--- src/logic/mshr_pkg.sv ---
package mshr_pkg;

  // queue geometry
  localparam int MSHR_DEPTH = 8;
  localparam int IDX_WIDTH  = $clog2(MSHR_DEPTH);

  // one line address and one line of data
  localparam int ADDR_WIDTH = 64;
  localparam int DATA_WIDTH = 64;

  // memory transaction tag, zero means no transaction
  localparam int TAG_WIDTH = 4;

  typedef logic [IDX_WIDTH-1:0] mshr_idx_t;
  typedef logic [TAG_WIDTH-1:0] mem_tag_t;

  typedef enum logic [1:0] {
    BUS_NONE  = 2'h0,
    BUS_LOAD  = 2'h1,
    BUS_STORE = 2'h2
  } bus_command_t;

  // WAITING until memory accepts, INPROGRESS while load data is out
  typedef enum logic [1:0] {
    WAITING    = 2'h0,
    INPROGRESS = 2'h1,
    DONE       = 2'h2
  } entry_state_t;

  // miss from the cache, a fill or a dirty eviction
  typedef struct packed {
    logic [ADDR_WIDTH-1:0] addr;
    logic [DATA_WIDTH-1:0] data;
    bus_command_t          command;
  } miss_req_t;

  typedef struct packed {
    logic                  valid;
    entry_state_t          state;
    mem_tag_t              mem_tag;
    logic [ADDR_WIDTH-1:0] addr;
    logic [DATA_WIDTH-1:0] data;
    bus_command_t          command;
  } mshr_entry_t;

  // request on the memory bus
  typedef struct packed {
    bus_command_t          command;
    logic [ADDR_WIDTH-1:0] addr;
    logic [DATA_WIDTH-1:0] data;
  } mem_req_t;

  // returned line handed back to the cache
  typedef struct packed {
    logic [ADDR_WIDTH-1:0] addr;
    logic [DATA_WIDTH-1:0] data;
  } refill_t;

endpackage

--- src/logic/mem_issuer.sv ---
`timescale 1ns/1ps

module mem_issuer (
  input  logic                                              clock,
  input  logic                                              reset,
  input  mshr_pkg::mshr_entry_t [mshr_pkg::MSHR_DEPTH-1:0]  queue,

  // memory bus
  input  mshr_pkg::mem_tag_t                                mem_response,
  output mshr_pkg::mem_req_t                                mem_req,

  // back to the table
  output logic                                              issue_accept,
  output mshr_pkg::mshr_idx_t                               issue_idx,
  output mshr_pkg::mem_tag_t                                issue_tag
);

  import mshr_pkg::*;

  mshr_idx_t   issue_ptr;
  mshr_entry_t head;
  logic        present;

  assign head = queue[issue_ptr];

  // strictly in order, the head waits until memory says yes
  assign present = head.valid && head.state == WAITING;

  always_comb begin
    mem_req.command = present ? head.command : BUS_NONE;
    mem_req.addr    = head.addr;
    mem_req.data    = head.data;
  end

  // a nonzero response is both the accept and the tag
  assign issue_accept = (mem_req.command != BUS_NONE) && (mem_response != '0);
  assign issue_idx    = issue_ptr;
  assign issue_tag    = mem_response;

  always_ff @(posedge clock) begin
    if (reset) begin
      issue_ptr <= '0;
    end else if (issue_accept) begin
      issue_ptr <= issue_ptr + 1'b1;
    end
  end

endmodule

--- src/logic/mshr_table.sv ---
`timescale 1ns/1ps

module mshr_table (
  input  logic                                              clock,
  input  logic                                              reset,

  // cache side
  input  logic                                              miss_valid,
  input  mshr_pkg::miss_req_t                               miss_req,
  output logic                                              ready,
  output logic                                              mshr_empty,

  // from the issuer
  input  logic                                              issue_accept,
  input  mshr_pkg::mshr_idx_t                               issue_idx,
  input  mshr_pkg::mem_tag_t                                issue_tag,

  // memory return
  input  mshr_pkg::mem_tag_t                                mem_tag,
  input  logic [mshr_pkg::DATA_WIDTH-1:0]                   mem_data,

  // from the retire block
  input  logic                                              retire_free,
  input  mshr_pkg::mshr_idx_t                               retire_idx,

  output mshr_pkg::mshr_entry_t [mshr_pkg::MSHR_DEPTH-1:0]  queue
);

  import mshr_pkg::*;

  mshr_idx_t tail;
  logic      alloc;
  logic      any_valid;

  // only a free tail slot can take a new miss
  assign ready = !queue[tail].valid;
  assign alloc = miss_valid && ready;

  always_comb begin
    any_valid = 1'b0;
    for (int i = 0; i < MSHR_DEPTH; i++) begin
      any_valid = any_valid | queue[i].valid;
    end
    mshr_empty = !any_valid;
  end

  always_ff @(posedge clock) begin
    if (reset) begin
      for (int i = 0; i < MSHR_DEPTH; i++) begin
        queue[i].valid   <= 1'b0;
        queue[i].state   <= WAITING;
        queue[i].mem_tag <= '0;
      end
      tail <= '0;
    end else begin
      if (alloc) begin
        queue[tail] <= '{valid:   1'b1,
                         state:   WAITING,
                         mem_tag: '0,
                         addr:    miss_req.addr,
                         data:    miss_req.data,
                         command: miss_req.command};
        tail <= tail + 1'b1;
      end

      // memory took the head request
      if (issue_accept) begin
        if (queue[issue_idx].command == BUS_LOAD) begin
          queue[issue_idx].state   <= INPROGRESS;
          queue[issue_idx].mem_tag <= issue_tag;
        end else begin
          // nothing comes back for a writeback
          queue[issue_idx].state <= DONE;
        end
      end

      // tagged data may return for any outstanding load
      if (mem_tag != '0) begin
        for (int i = 0; i < MSHR_DEPTH; i++) begin
          if (queue[i].valid && queue[i].state == INPROGRESS &&
              queue[i].mem_tag == mem_tag) begin
            queue[i].state <= DONE;
            queue[i].data  <= mem_data;
          end
        end
      end

      if (retire_free) begin
        queue[retire_idx].valid <= 1'b0;
      end
    end
  end

endmodule

--- src/logic/mshr_top.sv ---
`timescale 1ns/1ps

module mshr_top (
  input  logic                             clock,
  input  logic                             reset,

  // cache miss side
  input  logic                             miss_valid,
  input  mshr_pkg::miss_req_t              miss_req,
  output logic                             ready,
  output logic                             mshr_empty,

  // memory bus
  input  mshr_pkg::mem_tag_t               mem_response,
  input  mshr_pkg::mem_tag_t               mem_tag,
  input  logic [mshr_pkg::DATA_WIDTH-1:0]  mem_data,
  output mshr_pkg::mem_req_t               mem_req,

  // refill to the cache
  output logic                             refill_valid,
  output mshr_pkg::refill_t                refill,
  input  logic                             refill_taken
);

  import mshr_pkg::*;

  mshr_entry_t [MSHR_DEPTH-1:0] queue;

  logic      issue_accept;
  mshr_idx_t issue_idx;
  mem_tag_t  issue_tag;

  logic      retire_free;
  mshr_idx_t retire_idx;

  mshr_table table_i (
    .clock        (clock),
    .reset        (reset),
    .miss_valid   (miss_valid),
    .miss_req     (miss_req),
    .ready        (ready),
    .mshr_empty   (mshr_empty),
    .issue_accept (issue_accept),
    .issue_idx    (issue_idx),
    .issue_tag    (issue_tag),
    .mem_tag      (mem_tag),
    .mem_data     (mem_data),
    .retire_free  (retire_free),
    .retire_idx   (retire_idx),
    .queue        (queue)
  );

  mem_issuer issuer_i (
    .clock        (clock),
    .reset        (reset),
    .queue        (queue),
    .mem_response (mem_response),
    .mem_req      (mem_req),
    .issue_accept (issue_accept),
    .issue_idx    (issue_idx),
    .issue_tag    (issue_tag)
  );

  refill_retire retire_i (
    .clock        (clock),
    .reset        (reset),
    .queue        (queue),
    .refill_taken (refill_taken),
    .refill_valid (refill_valid),
    .refill       (refill),
    .retire_free  (retire_free),
    .retire_idx   (retire_idx)
  );

endmodule

--- src/logic/refill_retire.sv ---
`timescale 1ns/1ps

module refill_retire (
  input  logic                                              clock,
  input  logic                                              reset,
  input  mshr_pkg::mshr_entry_t [mshr_pkg::MSHR_DEPTH-1:0]  queue,

  // cache side
  input  logic                                              refill_taken,
  output logic                                              refill_valid,
  output mshr_pkg::refill_t                                 refill,

  // back to the table
  output logic                                              retire_free,
  output mshr_pkg::mshr_idx_t                               retire_idx
);

  import mshr_pkg::*;

  mshr_idx_t   wb_ptr;
  mshr_entry_t oldest;
  logic        oldest_done;

  assign oldest      = queue[wb_ptr];
  assign oldest_done = oldest.valid && oldest.state == DONE;

  // completed fills go back to the cache in allocation order
  assign refill_valid = oldest_done && oldest.command == BUS_LOAD;

  always_comb begin
    refill.addr = oldest.addr;
    refill.data = oldest.data;
  end

  // a fill waits for the cache, a writeback leaves right away
  assign retire_free = refill_valid ? refill_taken :
                       (oldest_done && oldest.command == BUS_STORE);
  assign retire_idx  = wb_ptr;

  always_ff @(posedge clock) begin
    if (reset) begin
      wb_ptr <= '0;
    end else if (retire_free) begin
      wb_ptr <= wb_ptr + 1'b1;
    end
  end

endmodule

--- config.mk ---
export PLATFORM = sky130hd
export DESIGN_NAME = mshr_top
export DESIGN_NICKNAME = d
export VERILOG_FILES = /design/src/logic/mshr_pkg.sv /design/src/logic/mem_issuer.sv /design/src/logic/mshr_table.sv /design/src/logic/mshr_top.sv /design/src/logic/refill_retire.sv
export SDC_FILE = /design/constraint.sdc
export NUM_CORES = 2
export LEC_CHECK = 0
export BUFFER_PORTS_ARGS = -buffer_cell sky130_fd_sc_hd__buf_2
export CORE_ASPECT_RATIO = 1.4
export CORE_MARGIN = 3
export CORE_UTILIZATION = 65
export CTS_CLUSTER_DIAMETER = 200
export DETAILED_ROUTE_END_ITERATION = 8
export PLACE_DENSITY_LB_ADDON = 0.2
export SYNTH_ARGS = -nofsm -noshare
export SYNTH_HDL_FRONTEND = slang
export SYNTH_SLANG_ARGS = --single-unit
export TNS_END_PERCENT = 20
--- constraint.sdc ---
create_clock -name clock -period 34.2 [get_ports clock]
set_input_delay 3.42 -clock clock [delete_from_list [all_inputs] [get_ports clock]]
set_output_delay 3.42 -clock clock [all_outputs]
set_load 0.005 [all_outputs]
==> flow_summary.ini <==
[clock_tree]
clkSinkCount = 1105
hold_buffers = 0
cts_root_buf = clkbuf_16
post_cts_resized = 0
cts_tree = built
cts_setup_buffers = 0
worstSkewPairLatency_ns = 0.71
cts.path.max_buffers = 3
path_clk_slew_ns = 0.07
htreeDepth = 3
cts_buffers = 104

[sta]
period_needed_ns = 8.905
hold_violations = 0
worst_pin_slew_ns = 1.292
finalClockSkew_ns = 0.02565
setup_tns_ns = 0
finalCritPeriodShare_pct = 26.04
relSlewSlack_pct = 13.90
finalSetupViolCount = 0
timing.final.max_slew_violations = 0
fmax_ghz = 0.1123
worst_slack_ns = 25.30
rsz0062_at_grt = false

[finish]
mostFrequentLayoutCells = 1313 x nand2_1, 1040 x edfxtp_1, 535 x nor2_1, 515 x a22oi_1, 466 x buf_2
layout_commonest_cell = nand2_1
drive_above_1_share_pct = 18.62
area.growth.synth_to_final_pct = 9.561
nets = 5609

[floorplan]
start_util_pct = 65.90
core_area_um2 = 88930
die_y_um = 361.3
die_x_um = 259.8
num_io_pins = 467
rows = 129
die-area_um2 = 93850

[grt]
grt_pass1_vias = 48700
grt_max_degree = 158
grt_pass1_wl_mm = 298.5
grt_use_total_pct = 42.20
antenna_found_initial = 53
grt_overflow = 0

[drt]
drcViolationCount = 0
final_antenna_net_count = 0
viasPerCell = 7.373
detail_route.wl_per_cell_um = 30.06
routed_wl_mm = 201.8
drtIter0Drc = 8108
first_pass_iters = 7
vias = 49500

[yosys]
postSynthAreaPerCell_um2 = 10.99
synth_area_um2 = 58600
ys_async_sr_fraction_pct = 0
ys_seq_area_share_pct = 55.51
synth_edf_count = 1040
synth-main-ff-cell = edfxtp_1
ys_types = 64
synth_seq_cells = 1105
syn-instance-count = 5334
yosysWarnings = 0
syn_nets = 5543

[power_and_ir_drop]
p_total_mw = 3.358
p_leak_nw = 23.19
power_density_nw_per_um2 = 52.30
ir_drop_uv = 64.22

[worst_setup_path]
critPathArrivalTime_ns = 5.48
crit_fanout = 54
required_ns = 30.78
endpoint_kind = output pin
start_kind = flop
path_class = flop to output pin

[place]
place_congestion = 0.9016
dp_slack_ns = 25.96
dpl.hpwl_mm = 110.6
place.port_buffers = 466

[outcome]
status = finished, final reports clean

[job]
maxCapViolCount = 0

[min_path]
hold_class = flop to flop
[cell usage after synthesis (6+ instances only)]
cell,instances,area [um2]
nand2_1,1314,4932
edfxtp_1,1040,31230
nor2_1,544,2042
a22oi_1,515,3866
a31oi_1,460,2878
clkbuf_1,264,991.0
mux4_2,262,5901
buf_2,174,870.8
nand4_1,131,819.5
buf_1,117,439.2
mux2i_1,91,910.9
a21oi_1,79,395.4
dfxtp_1,65,1301
nand3_1,36,180.2
buf_4,27,202.7
nor3_1,24,120.1
xnor2_1,20,175.2
xor2_1,18,157.7
o211ai_1,16,120.1
nand3b_1,13,97.59
inv_1,9,33.78
o21ai_0,9,45.04
nor4_1,8,50.05
or3_1,8,50.05
and2_1,6,37.54
and3_1,6,37.54
mux2_2,6,67.56
[path summary, 6_finish.rpt]
path / from / to / slack, ns / cells past startpoint
worst max-delay path: retire_i.retire_idx[0] / refill[67] / 25.30 / 7
worst min-delay path: table_i.queue[544] / table_i.queue[544] / 0.49 / 2
worst max register to register: retire_i.retire_idx[1] / table_i.queue[410] / 30.31 / 6
worst min register to register: table_i.queue[544] / table_i.queue[544] / 0.49 / 2
[per-stage QoR]
step | instances | hold WS (ns) | utilization [%] | cell area, um2
after floorplan | 5334 | 0.4475 | - | 58600
final | 6714 | 0.4871 | 72.20 | 64210
after global placement | 6473 | 0.4673 | 68.33 | 60770
after detailed placement | 6473 | 0.4765 | 68.33 | 60770
after global routing | 6698 | 0.5080 | 72.15 | 64170
after CTS | 6669 | 0.4855 | 72.07 | 64090
[per-layer routing]
layer	track usage, %	vias up	routed length [um]
met5	0	-	101
met4	28.63	16	14720
met3	12.12	1088	31940
met2	64.22	4769	91200
met1	52.62	23370	63860
li1	-	20260	-
[worst max-delay path, cell delays in order (launching register included)]
cell	delay, ns
dfxtp_4	0.92
buf_4	0.96
buf_4	0.92
buf_4	0.89
mux4_2	0.60
nand2_1	0.08
nand2_1	0.15
buf_2	0.17
[power by group]
part	switching, mW	internal (mW)
sequential	0.0555	1.57
combinational	0.369	0.212
clock	0.532	0.620
total	0.956	2.40
[final cells by class]
cell class                      count  area, um2
Clock inverter                     68      553.0
Tap cell                         1179       1475
Timing Repair Buffer              545       2950
Fill cell                        6124      24730
Antenna cell                       45      112.6
Clock buffer                      128       2775
Sequential cell                  1105      32540
Multi-Input combinational cell   3635      23750
Inverter                            9      46.29
[cell families after synthesis]
kind of cell | Yosys count | share of synthesized area [%]
xor+xnor | 38 | 0.5679
simple gates | 2127 | 14.79
flops | 1105 | 55.51
fa+ha+maj | 3 | 0.06406
mux | 360 | 11.76
compound gates | 1107 | 12.91
buf+inv | 594 | 4.394
Note: power is estimated with default switching activity, not from simulation.
